`src/simt_mem_cfg.svh`:
```
`ifndef SIMT_MEM_CFG_SVH
`define SIMT_MEM_CFG_SVH

// Threads per warp, also words per memory line.
`define SM_THREADS 8

`define SM_WORD_W 32

// Global lines sit first, shared rows follow them.
`define SM_GLOBAL_LINES 32
`define SM_SHARED_LINES 8

// Wide enough for all 40 lines.
`define SM_LINE_AW 6

`endif

```
`src/simt_mem_pkg.sv`:
```
`include "simt_mem_cfg.svh"

package simt_mem_pkg;

	localparam int LANE_W = $clog2(`SM_THREADS);
	localparam int GLINE_W = $clog2(`SM_GLOBAL_LINES);
	localparam int SROW_W = $clog2(`SM_SHARED_LINES);

	// One memory line, word i at bits 32i+31 down to 32i.
	typedef logic [`SM_THREADS*`SM_WORD_W-1:0] line_data_t;

	typedef struct packed {
		logic [`SM_WORD_W-GLINE_W-LANE_W-1:0] unused;
		logic [GLINE_W-1:0] line;
		logic [LANE_W-1:0] word;
	} global_addr_t;

	// Bank picks the word, row picks the shared line.
	typedef struct packed {
		logic [`SM_WORD_W-SROW_W-LANE_W-1:0] unused;
		logic [SROW_W-1:0] row;
		logic [LANE_W-1:0] bank;
	} shared_addr_t;

	typedef union packed {
		global_addr_t g;
		shared_addr_t s;
		logic [`SM_WORD_W-1:0] raw;
	} thread_addr_u;

endpackage

```
`src/line_mem_arbiter.sv`:
```
`timescale 1ns/100ps
`include "simt_mem_cfg.svh"

module line_mem_arbiter
	import simt_mem_pkg::*;
(
	input logic clk,
	input logic rst,
	input logic fio_req_i,
	input logic fio_we_i,
	input logic [`SM_LINE_AW-1:0] fio_line_i,
	input line_data_t fio_wdata_i,
	input logic seq_req_i,
	input logic seq_we_i,
	input logic [`SM_LINE_AW-1:0] seq_line_i,
	input line_data_t seq_wdata_i,
	input logic [`SM_THREADS-1:0] seq_wen_i,
	output logic seq_gnt_o,
	output logic mem_en_o,
	output logic mem_we_o,
	output logic [`SM_LINE_AW-1:0] mem_line_o,
	output line_data_t mem_wdata_o,
	output logic [`SM_THREADS-1:0] mem_wen_o,
	output logic fio_rvalid_o
);

	logic fio_rd_q;

	// Fill port always wins.
	assign seq_gnt_o = seq_req_i && !fio_req_i;

	always_ff @(posedge clk or negedge rst)
	begin
		if (!rst)
		begin
			mem_en_o <= 1'b0;
			mem_we_o <= 1'b0;
			fio_rd_q <= 1'b0;
			fio_rvalid_o <= 1'b0;
		end
		else
		begin
			mem_en_o <= fio_req_i || seq_gnt_o;
			mem_we_o <= fio_req_i ? fio_we_i : seq_we_i;
			// Lines up with the memory's registered read.
			fio_rd_q <= fio_req_i && !fio_we_i;
			fio_rvalid_o <= fio_rd_q;
		end
	end

	always_ff @(posedge clk)
	begin
		if (fio_req_i)
		begin
			mem_line_o <= fio_line_i;
			mem_wdata_o <= fio_wdata_i;
			mem_wen_o <= '1;
		end
		else if (seq_req_i)
		begin
			mem_line_o <= seq_line_i;
			mem_wdata_o <= seq_wdata_i;
			mem_wen_o <= seq_wen_i;
		end
	end

endmodule

```
`config.mk`:
```
export PLATFORM = sky130hd
export DESIGN_NAME = line_mem_arbiter
export DESIGN_NICKNAME = d
export VERILOG_FILES = /design/src/simt_mem_pkg.sv /design/src/line_mem_arbiter.sv
export VERILOG_INCLUDE_DIRS = /design/src
export SDC_FILE = /design/constraint.sdc
export NUM_CORES = 1
export LEC_CHECK = 0
export BUFFER_PORTS_ARGS = -buffer_cell sky130_fd_sc_hd__clkbuf_2
export CORE_AREA = 2 2 320 322
export CTS_CLUSTER_DIAMETER = 60
export CTS_CLUSTER_SIZE = 12
export DETAILED_ROUTE_END_ITERATION = 16
export DIE_AREA = 0 0 322 324
export GPL_ROUTABILITY_DRIVEN = 0
export PLACE_DENSITY_LB_ADDON = 0.1
export SLEW_MARGIN = 20
export SYNTH_ARGS = -nofsm -noshare
export SYNTH_HDL_FRONTEND = slang
export SYNTH_SLANG_ARGS = --single-unit
```
`constraint.sdc`:
```
create_clock -name clk -period 1.4 [get_ports clk]
set_clock_uncertainty 0.2 [all_clocks]
set_input_delay 0.28 -clock clk [delete_from_list [all_inputs] [get_ports clk]]
set_output_delay 0.28 -clock clk [all_outputs]
set_load 0.05 [all_outputs]
```
## Word-level counts from Yosys, hierarchy flattened

Index checks and enable logic that the tools add are counted.

- Bits in registers: 274
- Logic and storage cells: 18
- Input bits: 538
- Output and inout bits: 274

- Reductions and logical operators: 6
- Muxes and demuxes: 5

Operators by type and width:

| cell | count |
|---|---|
| 256-bit two-way mux | 2 |
| 6-bit two-way mux | 2 |
| 1-bit logical AND | 2 |
| 1-bit logical NOT | 2 |
| 2-bit nonzero test | 1 |
| 1-bit logical OR | 1 |
| 1-bit two-way mux | 1 |

## Longest topological paths before layout

- Word-level depth: 3
- Mapped depth: 3
- Depth with buffers taken out: 2

## Worst setup path after synthesis

No wires, ideal clock.

- Kind: input port to flip-flop
- Start point: input port fio_req_i
- End point: register mem_line_o[0] (enable)
- Required time: 685 ps
- Arrival time: 3840 ps
- Stages: 3
- Buffers on the path: 2
- Setup time: 515 ps
- Path slack: -3156 ps
- Path through: buf_4 buf_2 or2_2

- Word-level cells in the longest chain between the ends: 1

RTL lines:

| element | line | text |
|---|---|---|
| start, declared | line_mem_arbiter.sv:9 | `input logic fio_req_i,` |
| 2-bit nonzero test (no source line) | - |  |
| end signal, assigned | line_mem_arbiter.sv:55 | `mem_line_o <= fio_line_i;` |
| end signal, assigned | line_mem_arbiter.sv:61 | `mem_line_o <= seq_line_i;` |
| end, declared | line_mem_arbiter.sv:21 | `` output logic [`SM_LINE_AW-1:0] mem_line_o, `` |

No other way between the ends.
A chain may end at the register's enable or synchronous reset.

## Worst setup path in the final report

- Start point: register mem_wdata_o[70]
- End point: output port mem_wdata_o[70]

RTL lines:

| element | line | text |
|---|---|---|
| start, declared | line_mem_arbiter.sv:22 | `output line_data_t mem_wdata_o,` |
| start signal, assigned | line_mem_arbiter.sv:56 | `mem_wdata_o <= fio_wdata_i;` |
| start signal, assigned | line_mem_arbiter.sv:62 | `mem_wdata_o <= seq_wdata_i;` |

No word-level cell between the ends.

==> impl_metrics.yaml <==
run_status:
  status: "finished with violations"
  violations: "negative setup slack"
yosys:
  synthArstFlopShare_pct: 1.46
  syn_avg_cell_area_sq_um: 19.7
  synth.distinct_cells: 10
  synth_top_area_share_pct: 68.1
  ys_top_cells_by_count: "mux2_2 (263), edfxtp_1 (262), buf_6 (27), nor2b_1 (10)"
  synthesis.instances: 587
  synth_nets: 1125
  synth_enable_flop_cells: 262
  synthAdderAreaFrac_pct: 0
  ys_ff_latch: 274
  synth_top_family_by_area: "multiplexers"
  yosys.area.top_type: "edfxtp_1"
  synth_compound_area_share_pct: 0.606
  synth_ff_type: "edfxtp_1"
  yosysMostFrequentCell: "mux2_2"
  synth-simple-area-share_pct: 0.596
  yosys_warnings: 0
  synth_area_sq_um: 11600
  synth_mux_area_share_pct: 25.6
  synth_xor_area_share_pct: 0
  synth.yosys.seq_area_share_pct: 70.3
  yosys-top-cells-area: "edfxtp_1 (68%), mux2_2 (26%), buf_6 (2.6%), dfxtp_1 (1.4%), dfrtp_1 (0.87%)"
timing:
  rsz0062_at_grt: "true"
  worst_slack_ns: -0.464
  fin_tns_setup_ns: -65.41
  final_max_slew_viol_count: 0
  slew_headroom_pct: 60.2
  hold_slack_ns: 0.0634
  worst_pin_slew_ns: 0.597
  fin_crit_ns: 1.86
  max_freq_mhz: 537
  setup_viol: 273
  finalCritPeriodShare_pct: 133
  final_hold_viol_count: 0
drt:
  detail_route.first_pass.iterations: 4
  drc_errors: 0
  routed_wl_microns: 54300
  antenna_left: 0
  vias: 10905
  routed_via_density: 3.25
  drt_iter0_markers: 205
  wl_per_cell_microns: 16.2
place:
  hpwl_microns: 41400
  io_buffers: 811
  place_area_sq_um: 17600
  place_inst: 2734
cts:
  cts_tree: "built"
  clock_sinks: 274
  clock_latency_ns: 0.59
  cts.clk_slew.worst_paths_ns: 0.06
  cts_setup_buffers: 0
  cts-htree-levels: 2
  cts-root-buf: "clkbuf_16"
  numCtsBuffers: 47
  ctsLongestPathBuffers: 3
global_routing:
  grt_pass1_wl_microns: 76700
  grt_start_max_net_pins: 25
  grt_overflow_total: 0
  grt.total_usage_pct: 9.91
  antenna_found_initial: 1
  grt_pass1_vias: 12552
worst_setup_path:
  cp-end-kind: "primary output"
  criticalPathCategory: "flip-flop to primary output"
  crit_path_top_delay_cell: "edfxtp_1"
  path_buf_inv: 1
  required_ns: 0.92
  crit_path_max_fanout: 1
  cp_slowest_stage_delay_ns: 0.55
  path_cells: "buf_12"
  cp-start-kind: "flip-flop"
  cpLargestDelayFamily: "flip-flops"
  arrival_ns: 1.38
floorplanning:
  fp.dieH_microns: 324
  fp.dieW_microns: 322
  dieArea_sq_um: 104000
  initial_core_util_pct: 11.4
  coreArea_sq_um: 101000
  pin_count: 812
  num_rows: 117
pwr:
  leakage_nw: 11.5
  powerDensity_nw_per_um2: 1150
  ir_drop_mv: 0.797
layout:
  drive_gt1_share_pct: 59.4
  fill_cells: 10534
  instances_no_fill: 3359
  syn_to_final_growth_pct: 135
  nNetsFinal: 2551
  final_util_pct: 26.9
  finish.instance_area_sq_um: 27200
job:
  maxCapViolations: 0
worst_hold_path:
  hold_path.class: "input pin to flip-flop"
per-layer routing:
| metal | part of all wire (%) | routed length (microns) | up-vias | track usage [%] |
|---|---|---|---|---|
| met1 | 33 | 18100 | 5153 | 9.41 |
| met4 | 2.8 | 1500 | 0 | 3.73 |
| met3 | 9.0 | 4920 | 84 | 3.73 |
| met5 | 0 | 0 | - | 0 |
| met2 | 55 | 29800 | 482 | 19.2 |
| li1 | - | - | 5186 | - |
flip-flops by register name, indices dropped and copies added (netlist names):
name          count
fio_rd_q          1
fio_rvalid_o      1
mem_en_o          1
mem_line_o        6
mem_wdata_o     256
mem_we_o          1
mem_wen_o         8
power by group:
group | internal (mW) | switching, mW
clock network | 7.07 | 4.67
logic | 4.25 | 4.69
registers | 10.0 | 0.468
total | 21.4 | 9.83
cell families (layout without fill, tap and decap cells):
logic type             after synthesis  count (layout)
flip-flops                         274             274
multiplexers                       263             263
buffers and inverters               31            1493
AND/OR/NAND/NOR                     11              11
AO/OA/AOI/OAI                        8               8
other                                0               1
worst paths after layout:
kind	slack, ns	from	endpoint	cells past startpoint
max reg2reg	0.40	mem_wen_o[2]	mem_wen_o[2]	2
min reg2reg	0.15	fio_rd_q	fio_rvalid_o	0
max in group asynchronous	0.44	rst	fio_rvalid_o	3
min in group asynchronous	0.39	rst	fio_rd_q	3
min	0.06	seq_req_i	mem_wdata_o[194]	3
max	-0.46	mem_wdata_o[70]	mem_wdata_o[70]	1
worst reg2reg max path: stages (launching register included):
cell	delay [ns]
dfxtp_2	0.32
nor2b_1	0.13
a211o_1	0.24
layout by cell type (no fill, tap or decap), drive strengths merged:
cell type	n
dlygate4sd3	539
nor2b	10
buf	148
dlymetal6s4s	1
clkinv	13
clkinvlp	5
dfrtp	4
edfxtp	262
dfxtp	8
or2	1
bufinv	3
diode	1
mux2	263
a211o	8
clkbuf	776
inv	8
per-stage QoR:
stage	setup WS, ns	power [mW]
floorplan	-1.66	14.6
global placement	-0.272	16.8
detailed placement	-0.289	16.8
CTS	-0.547	31.7
global route	-0.534	32.5
finish	-0.464	31.2
area by class of cell:
class	instances	area, sq um	area share [%]
clock inverters	29	290	1.07
flip-flops and latches	274	8140	29.9
clock buffers	56	1260	4.65
well taps	1309	1640	6.03
multi-input cells	282	3110	11.4
repair buffers	1408	12700	46.9
diodes	1	2.50	0.00921
repair_timing:
item / in CTS / in global routing
pin swaps: 0 / 0
setup endpoints to repair: 274 / 300
hold endpoints to repair: 276 / 0
resized for setup: 562 / 93
hold buffers: 541 / 0
Power figures use the tool's default switching activity.
