[config.mk]
export PLATFORM = sky130hd
export DESIGN_NAME = lsu_addr_gen
export DESIGN_NICKNAME = d
export VERILOG_FILES = /design/src/simt_mem_pkg.sv /design/src/lsu_addr_gen.sv
export VERILOG_INCLUDE_DIRS = /design/src
export SDC_FILE = /design/constraint.sdc
export NUM_CORES = 1
export LEC_CHECK = 0
export ABC_AREA = 1
export BUFFER_PORTS_ARGS = -buffer_cell sky130_fd_sc_hd__buf_2
export CAP_MARGIN = 20
export CORE_AREA = 2 2 417 419
export CTS_CLUSTER_DIAMETER = 150
export DETAILED_ROUTE_END_ITERATION = 8
export DIE_AREA = 0 0 419 421
export PLACE_DENSITY_LB_ADDON = 0.12
export SLEW_MARGIN = 20
export SYNTH_ARGS = -nofsm -noshare
export SYNTH_HDL_FRONTEND = slang
export SYNTH_SLANG_ARGS = --single-unit
[constraint.sdc]
create_clock -name clk -period 17.05 [get_ports clk]
set_input_delay 3.41 -clock clk [delete_from_list [all_inputs] [get_ports clk]]
set_output_delay 3.41 -clock clk [all_outputs]
set_load 0.05 [all_outputs]
[src/simt_mem_cfg.svh]
`ifndef SIMT_MEM_CFG_SVH
`define SIMT_MEM_CFG_SVH

// Threads per warp, also words per memory line.
`define SM_THREADS 8

`define SM_WORD_W 32

// Global lines sit first, shared rows follow them.
`define SM_GLOBAL_LINES 32
`define SM_SHARED_LINES 8

// Wide enough for all 40 lines.
`define SM_LINE_AW 6

`endif

[src/simt_mem_pkg.sv]
`include "simt_mem_cfg.svh"

package simt_mem_pkg;

	localparam int LANE_W = $clog2(`SM_THREADS);
	localparam int GLINE_W = $clog2(`SM_GLOBAL_LINES);
	localparam int SROW_W = $clog2(`SM_SHARED_LINES);

	// One memory line, word i at bits 32i+31 down to 32i.
	typedef logic [`SM_THREADS*`SM_WORD_W-1:0] line_data_t;

	typedef struct packed {
		logic [`SM_WORD_W-GLINE_W-LANE_W-1:0] unused;
		logic [GLINE_W-1:0] line;
		logic [LANE_W-1:0] word;
	} global_addr_t;

	// Bank picks the word, row picks the shared line.
	typedef struct packed {
		logic [`SM_WORD_W-SROW_W-LANE_W-1:0] unused;
		logic [SROW_W-1:0] row;
		logic [LANE_W-1:0] bank;
	} shared_addr_t;

	typedef union packed {
		global_addr_t g;
		shared_addr_t s;
		logic [`SM_WORD_W-1:0] raw;
	} thread_addr_u;

endpackage

[src/lsu_addr_gen.sv]
`timescale 1ns/100ps
`include "simt_mem_cfg.svh"

module lsu_addr_gen
	import simt_mem_pkg::*;
(
	input logic clk,
	input logic rst,
	input logic instr_valid_i,
	input logic mem_write_i,
	input logic shared_i,
	input logic [`SM_THREADS-1:0] thread_mask_i,
	input logic [2:0] warp_id_i,
	input logic [1:0] scb_id_i,
	input line_data_t base_data_i,
	input line_data_t store_data_i,
	input logic [15:0] offset_i,
	input logic [4:0] reg_addr_i,
	input logic done_i,
	output logic busy_o,
	output logic acc_start_o,
	output logic mem_write_o,
	output logic shared_o,
	output logic [`SM_THREADS-1:0] thread_mask_o,
	output logic [2:0] warp_id_o,
	output logic [1:0] scb_id_o,
	output logic [4:0] reg_addr_o,
	output line_data_t store_data_o,
	output thread_addr_u [`SM_THREADS-1:0] addr_o
);

	logic accept;
	line_data_t base_q;
	logic [15:0] offset_q;

	// Issue is ignored while an instruction is in flight.
	assign accept = instr_valid_i && !busy_o;

	always_ff @(posedge clk or negedge rst)
	begin
		if (!rst)
		begin
			busy_o <= 1'b0;
			acc_start_o <= 1'b0;
		end
		else
		begin
			acc_start_o <= accept;
			if (accept)
				busy_o <= 1'b1;
			else if (done_i)
				busy_o <= 1'b0;
		end
	end

	always_ff @(posedge clk)
	begin
		if (accept)
		begin
			mem_write_o <= mem_write_i;
			shared_o <= shared_i;
			thread_mask_o <= thread_mask_i;
			warp_id_o <= warp_id_i;
			scb_id_o <= scb_id_i;
			reg_addr_o <= reg_addr_i;
			store_data_o <= store_data_i;
			base_q <= base_data_i;
			offset_q <= offset_i;
		end
	end

	// Word address per lane, base plus sign-extended offset.
	always_comb
	begin
		for (int i = 0; i < `SM_THREADS; i++)
			addr_o[i].raw = base_q[i*`SM_WORD_W +: `SM_WORD_W] +
				{{(`SM_WORD_W-16){offset_q[15]}}, offset_q};
	end

endmodule

# [Word-level counts from Yosys, hierarchy flattened]
# Index checks and enable logic that the tools add are counted.
[totals] ff_bits=550 latch_bits=0 ram_bits=0 romBits=0 output_inout_bits=534 word_cells=24 memories=0
[classes] add_sub_neg=8 mul=0 n_div=0 n_lt_le_gt_ge=0 eq_ne=0 n_shift=0 muxes=2 n_bitwise=0 n_reduce_logical=3
[ops] operator="$add A32 B32 Y32" count=8
[ops] operator="$mux W1" count=2
[ops] operator="$reduce_bool A2 Y1" count=1
[ops] operator="$logic_and A1 B1 Y1" count=1
[ops] operator="$logic_not A1 Y1" count=1

# [Logic depth before layout (Yosys ltp)]
# Gate-level depths: netlist of run 1.
[depth] ltp_word=3 mapped_depth=12 depth_no_buf=12

# [Worst setup path before layout of run 1]
# No wires, ideal clock.
[synth_path] kind="in2reg" startpoint="input instr_valid_i" endpoint="register acc_start_o" t_arrival_ps=14036 slack_ps=1743 stages=2 path_cell_list="nand2_1 inv_1"
[synth_via] elab_chain_cells=1
[synth_rtl] element="start, declared" line_no="lsu_addr_gen.sv:9" source="input logic instr_valid_i,"
[synth_rtl] element="$logic_and A1 B1 Y1" line_no="lsu_addr_gen.sv:37" source="assign accept = instr_valid_i && !busy_o;"
[synth_rtl] element="named net accept" line_no="lsu_addr_gen.sv:32" source="logic accept;"
[synth_rtl] element="end signal, assigned" line_no="lsu_addr_gen.sv:48" source="acc_start_o <= accept;"
[synth_rtl] element="end, declared" line_no="lsu_addr_gen.sv:21" source="output logic acc_start_o,"
# The timed path passes the listed nets, and every way through them passes these cells.
# A chain may end at the register's enable or synchronous reset.

==> results of run 1 <==
[worst paths after layout]
path / cells after the start / end / from
setup / recovery: 11 / addr_o[176] / offset_q[15]
setup reg to reg: 5 / base_q[18] / busy_o
max in group asynchronous: 1 / acc_start_o / rst
hold reg to reg: 2 / busy_o / busy_o
min in group asynchronous: 1 / busy_o / rst
hold / removal: 2 / busy_o / busy_o
[through the flow]
step | std cells | hold WS (ns) | total power [mW] | utilization, %
after floorplan | 4489 | 0.783 | 3.12 | -
after global placement | 7921 | 0.533 | 3.75 | 25.3
after detailed placement | 7921 | 0.545 | 3.74 | 25.3
after CTS | 8065 | 0.555 | 5.45 | 26.8
after global routing | 8083 | 0.599 | 5.61 | 26.8
final | 8096 | 0.550 | 5.35 | 26.9
[synthesized netlist by cell type]
| library cell | count |
|---|---|
| nand2_1 | 1823 |
| xnor2_1 | 10 |
| nor3_1 | 40 |
| nor2_2 | 4 |
| nand2_2 | 52 |
| nand3_2 | 16 |
| edfxtp_1 | 548 |
| nand4_1 | 30 |
| inv_1 | 898 |
| a21o_1 | 8 |
| o21ai_0 | 1 |
| buf_2 | 1 |
| o21bai_1 | 16 |
| nand3_1 | 194 |
| fa_1 | 8 |
| or2_1 | 2 |
| a21oi_1 | 160 |
| dfrtp_1 | 2 |
| xor2_1 | 118 |
| ha_1 | 248 |
| nor2_1 | 310 |
[flip-flops by register name, indices dropped and copies added, names as in the netlist]
name	flops
acc_start_o	1
base_q	256
busy_o	1
mem_write_o	1
offset_q	16
reg_addr_o	5
scb_id_o	2
shared_o	1
store_data_o	256
thread_mask_o	8
warp_id_o	3
[layer usage]
| layer | global-route usage (%) | vias to the layer above | part of all wire [%] |
|---|---|---|---|
| met5 | 0 | - | 0.27 |
| met4 | 6.24 | 72 | 3.8 |
| met3 | 4.96 | 326 | 5.8 |
| met2 | 36.0 | 912 | 53 |
| met1 | 19.8 | 14800 | 37 |
| li1 | - | 16500 | - |
[worst register-to-register path: cells and delay by family, from the launching register on]
kind	cells	cell delay [ns]
buffers and inverters	4	2.40
flip-flops	1	0.37
AND/OR/NAND/NOR	1	0.14
[cells by family after synthesis]
logic type / synth area share (%)
AOI/OAI and AO/OA: 2.81
DFF: 47.0
and+or+nand+nor: 28.1
xor gates and xnor gates: 3.19
adders and majority gates: 9.29
buffers and inverters: 9.61
[cells in the final DEF (no fill, tap or decap)]
master and count:
nand2_1 1823, buf_2 1085, inv_1 897, edfxtp_1 548, nor2_1 310, ha_1 248, nand3_1 194, a21oi_1 160
xor2_1 118, clkbuf_16 78, nand2_2 52, nor3_1 40, diode_2 31, nand4_1 30, clkbuf_1 23, buf_4 22
nand3_2 16, o21bai_1 16, clkinv_2 13, clkinv_1 11, xnor2_1 10, a21o_1 8, fa_1 8, bufinv_16 7
clkinv_16 6, nor2_2 4, clkinv_4 3, clkinvlp_4 3, or2_1 2, dfrtp_1 2, inv_8 1, o21ai_0 1
buf_12 1
[layout make-up]
type	count	area [um2]	share of cell area (%)
Antenna cell	31	77.6	0.167
Clock buffer	101	2040	4.40
Clock inverter	43	546	1.18
Inverter	898	3380	7.29
Multi-Input combinational cell	3040	15300	32.9
Sequential cell	550	16500	35.6
Tap cell	2325	2910	6.28
Timing Repair Buffer	1108	5620	12.1
[power by group through the flow]
stage / sequential, mW / clock, mW / combinational (mW)
after floorplan: 1.89 / 0 / 1.22
after global placement: 1.68 / 0 / 2.06
after detailed placement: 1.68 / 0 / 2.06
after CTS: 1.65 / 1.73 / 2.07
after global routing: 1.66 / 1.77 / 2.19
final: 1.65 / 1.66 / 2.04
==> impl_metrics.py, run 1 <==
metrics = {
    "sta": {
        "period_share_pct": 45.0,
        "setup_violations": 0,
        "period_needed_ns": 7.68,
        "worst_slack_ns": 9.37,
        "worst_pin_slew_ns": 1.06,
        "finClkSkew_ns": 0.0398,
        "slew-limit-headroom_pct": 29.0,
        "max_freq_mhz": 130,
        "rsz0062_at_grt": "false",
        "drv_slew": 0,
        "hold_viol": 0,
        "tns_ns": 0,
    },
    "power_and_ir_drop": {
        "p_sw_share_pct": 43.3,
        "pwr-share-comb_pct": 38.1,
        "leakagePower_nw": 24.6,
        "p_clk_share_pct": 31.0,
        "ir_drop_uv": 79.8,
        "seqPwrFrac_pct": 30.9,
        "internal_power_mw": 3.03,
        "power_density_nw_per_um2": 115,
        "switchingPower_mw": 2.31,
    },
    "route": {
        "routed_wirelength_um": 171000,
        "first_iter_violations": 1869,
        "dr_total_vias": 32600,
        "drcViolationCount": 0,
        "ant_nets": 0,
        "wl_per_cell_um": 21.1,
        "drt_pass1_iterations": 5,
        "via_per_inst": 4.03,
    },
    "placed_design": {
        "place_hpwl_um": 145000,
        "placed_cell_area_um2": 43700,
        "io_buffers": 1085,
        "gp_congestion": 0.901,
        "place_ws_ns": 10.08,
    },
    "cells_and_area": {
        "fin_area_um2": 46300,
        "fin_nets": 6483,
        "fillers": 19100,
        "area_delta_synth_final_pct": 31.8,
        "drive_gt1_share_pct": 22.5,
    },
    "clocking": {
        "htree_levels": 3,
        "root_buffer": "clkbuf_16",
        "insertion_delay_ns": 0.72,
        "cts_resized": 0,
        "max-clock-path-buffers": 3,
        "path_clk_slew_ns": 0.06,
        "cts_buffers": 77,
        "cts_tree": "done",
        "clock_sinks": 550,
        "hold_buffers": 0,
        "cts_setup_buffers": 0,
    },
    "critical_path": {
        "critPathCaptureType": "primary output",
        "start_kind": "flop",
        "path_cells": "buf_4 -> buf_4 -> ha_1 -> nand2_1 -> inv_1 -> nand2_1 -> nor3_1 -> nand2_1 -> nand2_1 -> xor2_1 -> buf_2",
        "worst_ep_required_time_ns": 13.64,
        "critPathTopFamily": "buffers and inverters",
        "r2r_slack_ns": 13.66,
        "path_buf_inv": 4,
        "critPathMaxFanout": 51,
        "cpMostUsedCell": "nand2_1",
        "slowest_stage": "edfxtp_1",
        "critPathKind": "reg2out",
        "cp_data_arrival_time_ns": 4.27,
        "cp_slowest_stage_delay_ns": 0.84,
    },
    "floorplan": {
        "io_pins": 1086,
        "die_h_um": 421,
        "die_x_um": 419,
        "die_area_um2": 176000,
        "std_cell_rows": 153,
        "coreArea_um2": 172000,
        "initial_core_util_pct": 20.4,
    },
    "yosys": {
        "synthCells": 4489,
        "postSynthAreaPerCell_um2": 7.83,
        "yosysTopAreaCell": "edfxtp_1",
        "synth.distinct_cells": 21,
        "synth_warnings": 0,
        "netlist_area_um2": 35100,
        "ys_seq_area_share_pct": 47.0,
        "synth.net_count": 5297,
        "yosys_register_bits": 550,
        "netlist.area_leader.share_pct": 46.8,
        "netlist_top_cells_area": "edfxtp_1 47%, nand2_1 19%, inv_1 9.6%",
    },
    "min_path": {
        "hp-class": "reg2reg",
    },
    "grt": {
        "track_usage_pct": 18.9,
        "grt_pass1_vias": 32200,
        "grt_first_pass_wirelength_um": 236000,
        "grt_max_degree": 145,
        "grt-ovfl-total": 0,
        "antenna_found_initial": 114,
    },
    "job": {
        "drv_cap": 0,
    },
    "outcome": {
        "status": "completed",
    },
}
No activity file was read; power rests on OpenSTA's default activity.
==> run 2: changes to the inputs <==
--- a/config.mk
+++ b/config.mk
@@ -9,10 +9,10 @@
 export ABC_AREA = 1
 export BUFFER_PORTS_ARGS = -buffer_cell sky130_fd_sc_hd__buf_2
 export CAP_MARGIN = 20
-export CORE_AREA = 2 2 417 419
+export CORE_AREA = 2 2 425 427
 export CTS_CLUSTER_DIAMETER = 150
 export DETAILED_ROUTE_END_ITERATION = 8
-export DIE_AREA = 0 0 419 421
+export DIE_AREA = 0 0 427 429
 export PLACE_DENSITY_LB_ADDON = 0.12
 export SLEW_MARGIN = 20
 export SYNTH_ARGS = -nofsm -noshare
==> constraint.sdc (replaced) <==
create_clock -name clk -period 6.41 [get_ports clk]
set_input_delay 1.282 -clock clk [delete_from_list [all_inputs] [get_ports clk]]
set_output_delay 1.282 -clock clk [all_outputs]
set_load 0.05 [all_outputs]
==> run 2 against run 1 <==
Effect of this change: cell count rose by 0.52%; clock power grew to 2.6 times the previous value; power grew to 2.6 times the previous value; first-iteration DRC count decreased by 10%; worst setup slack worse by 8.1 ns; clock skew fell by 0.0059 ns; via count hardly changed; combinational power rose to 2.6 times the previous value; non-clock buffer count increased by 4; hold slack worse by 0.19 ns; core utilization decreased by 0.76 points; register-to-register slack got worse by 9.5 ns; critical path type unchanged; critical endpoint is now addr_o[48]; highest routed layer unchanged.
==> impl_metrics.py, run 2 (same netlist as run 1, synthesis figures left out) <==
metrics = {
    "outcome": {
        "status": "completed",
    },
    "sta": {
        "slew-limit-headroom_pct": 39.5,
        "drv_slew": 0,
        "period_share_pct": 79.4,
        "tns_ns": 0,
        "finClkSkew_ns": 0.0339,
        "worst_slack_ns": 1.32,
        "max_freq_mhz": 196,
        "hold_viol": 0,
        "setup_violations": 0,
        "period_needed_ns": 5.09,
        "worst_pin_slew_ns": 0.907,
        "rsz0062_at_grt": "false",
    },
    "cells_and_area": {
        "fin_util_pct": 26.1,
        "layout_commonest_cell": "nand2_1",
        "fillers": 19900,
        "final-seq-area_um2": 16500,
        "fin_nets": 6488,
        "drive_gt1_share_pct": 22.6,
        "area_delta_synth_final_pct": 32.2,
        "multi_input_area_um2": 15300,
        "final_cell_mix": "1822 x nand2_1, 1085 x buf_2, 897 x inv_1",
        "reg_top3": "base_q (256), store_data_o (256), offset_q (16)",
    },
    "critical_path": {
        "worst_ep_required_time_ns": 5.13,
        "critPathTopFamily": "adder cells",
        "r2r_start": "busy_o",
        "cpMostUsedCell": "nand2_1",
        "worst_setup_path_endpoint": "addr_o[48]",
        "slowest_stage": "edfxtp_1",
        "path_cells": "ha_1 -> fa_1 -> nand3_1 -> nand3_1 -> nand2_1 -> nand2_2 -> nand2_1 -> nand2_1 -> xor2_1 -> buf_2",
        "r2r_cells": 5,
        "path_buf_inv": 1,
        "r2r_slack_ns": 4.14,
        "cp_slowest_stage_delay_ns": 0.85,
        "startpoint": "offset_q[0]",
        "start_kind": "flop",
        "r2r_end": "base_q[7]",
        "critPathMaxFanout": 8,
        "cp_data_arrival_time_ns": 3.81,
        "path_depth": 10,
        "critPathKind": "reg2out",
        "critPathCaptureType": "primary output",
    },
    "clocking": {
        "path_clk_slew_ns": 0.06,
        "cts_resized": 0,
        "htree_levels": 3,
        "root_buffer": "clkbuf_16",
        "clock_sinks": 550,
        "max-clock-path-buffers": 3,
        "hold_buffers": 0,
        "insertion_delay_ns": 0.70,
        "cts_buffers": 78,
        "cts_setup_buffers": 0,
        "cts_tree": "done",
    },
    "route": {
        "first_iter_violations": 1677,
        "dr_total_vias": 32600,
        "wl_met3_um": 9860,
        "via_per_inst": 4.00,
        "topRoutingLayerUsed": "met5",
        "routed_wirelength_um": 173000,
        "drcViolationCount": 0,
        "wl_met2_um": 93600,
        "drt_pass1_iterations": 5,
        "ant_nets": 0,
        "wl_met1_um": 63900,
        "wl_per_cell_um": 21.3,
    },
    "floorplan": {
        "std_cell_rows": 155,
        "die_x_um": 427,
        "coreArea_um2": 178000,
        "die_h_um": 429,
        "die_area_um2": 183000,
        "io_pins": 1086,
        "initial_core_util_pct": 19.7,
    },
    "placed_design": {
        "place_hpwl_um": 147000,
        "io_buffers": 1085,
        "gp_congestion": 0.900,
        "place_ws_ns": 1.95,
    },
    "power_and_ir_drop": {
        "power_density_nw_per_um2": 304,
        "ir_drop_uv": 217,
        "leakagePower_nw": 24.6,
    },
    "grt": {
        "grt-ovfl-total": 0,
        "antenna_found_initial": 147,
        "grt_first_pass_wirelength_um": 238000,
        "track_usage_pct": 18.4,
        "grt_pass1_vias": 32200,
        "grt_max_degree": 140,
    },
    "job": {
        "drv_cap": 0,
    },
    "min_path": {
        "hp-class": "in2async",
    },
}
run 2: cell types whose count changed in the layout (fill, tap and decap cells not counted):
cell / change
bufinv_16: -3
inv_8: -1
nand2_1: -1
clkinv_2: +1
buf_4: -3
clkinvlp_4: +8
buf_12: +5
nand2_8: +1
buf_16: +2
clkbuf_1: -6
diode_2: +11
clkinv_4: -2
run 2: worst min-delay path by stage:
stage / end / depth (start not counted) / slack, ns
5_1_grt: busy_o / 1 / 0.29
4_1_cts: busy_o / 1 / 0.26
2_1_floorplan: busy_o / 2 / 0.91
3_5_place_dp: busy_o / 3 / 0.67
3_3_place_gp: busy_o / 2 / 0.65
6_report: acc_start_o / 1 / 0.36
run 2: report_power, final:
| part | leakage (nW) | internal (mW) | switching [mW] |
|---|---|---|---|
| Sequential | 5.19 | 4.29 | 0.120 |
| Clock | 1.18 | 2.43 | 1.86 |
| Combinational | 18.2 | 1.23 | 4.17 |
run 2: per-stage QoR:
step                hold slack [ns]  power [mW]  instance area, um2  std cells
floorplan                     0.912        8.24               35200       4489
global placement              0.651        9.98               43800       7953
detailed placement            0.666        9.97               43800       7955
CTS                           0.265        14.4               46400       8096
global route                  0.291        14.8               46400       8119
finish                        0.364        14.1               46500       8138
run 2: layer usage:
metal  global-route usage, %  up-vias
met3                    4.71      329
met5                       0        -
met4                    5.66       92
li1                        -    16500
met1                    19.1    14700
met2                    35.5      926
run 2: area by class of cell:
type                       instances  area share [%]
clock buffer                      95            4.34
multi-input combinational       3040            32.9
antenna                           42           0.226
tap                             2355            6.34
clock inverter                    46            1.07
inverter                         898            7.26
sequential                       550            35.5
timing repair buffer            1112            12.4
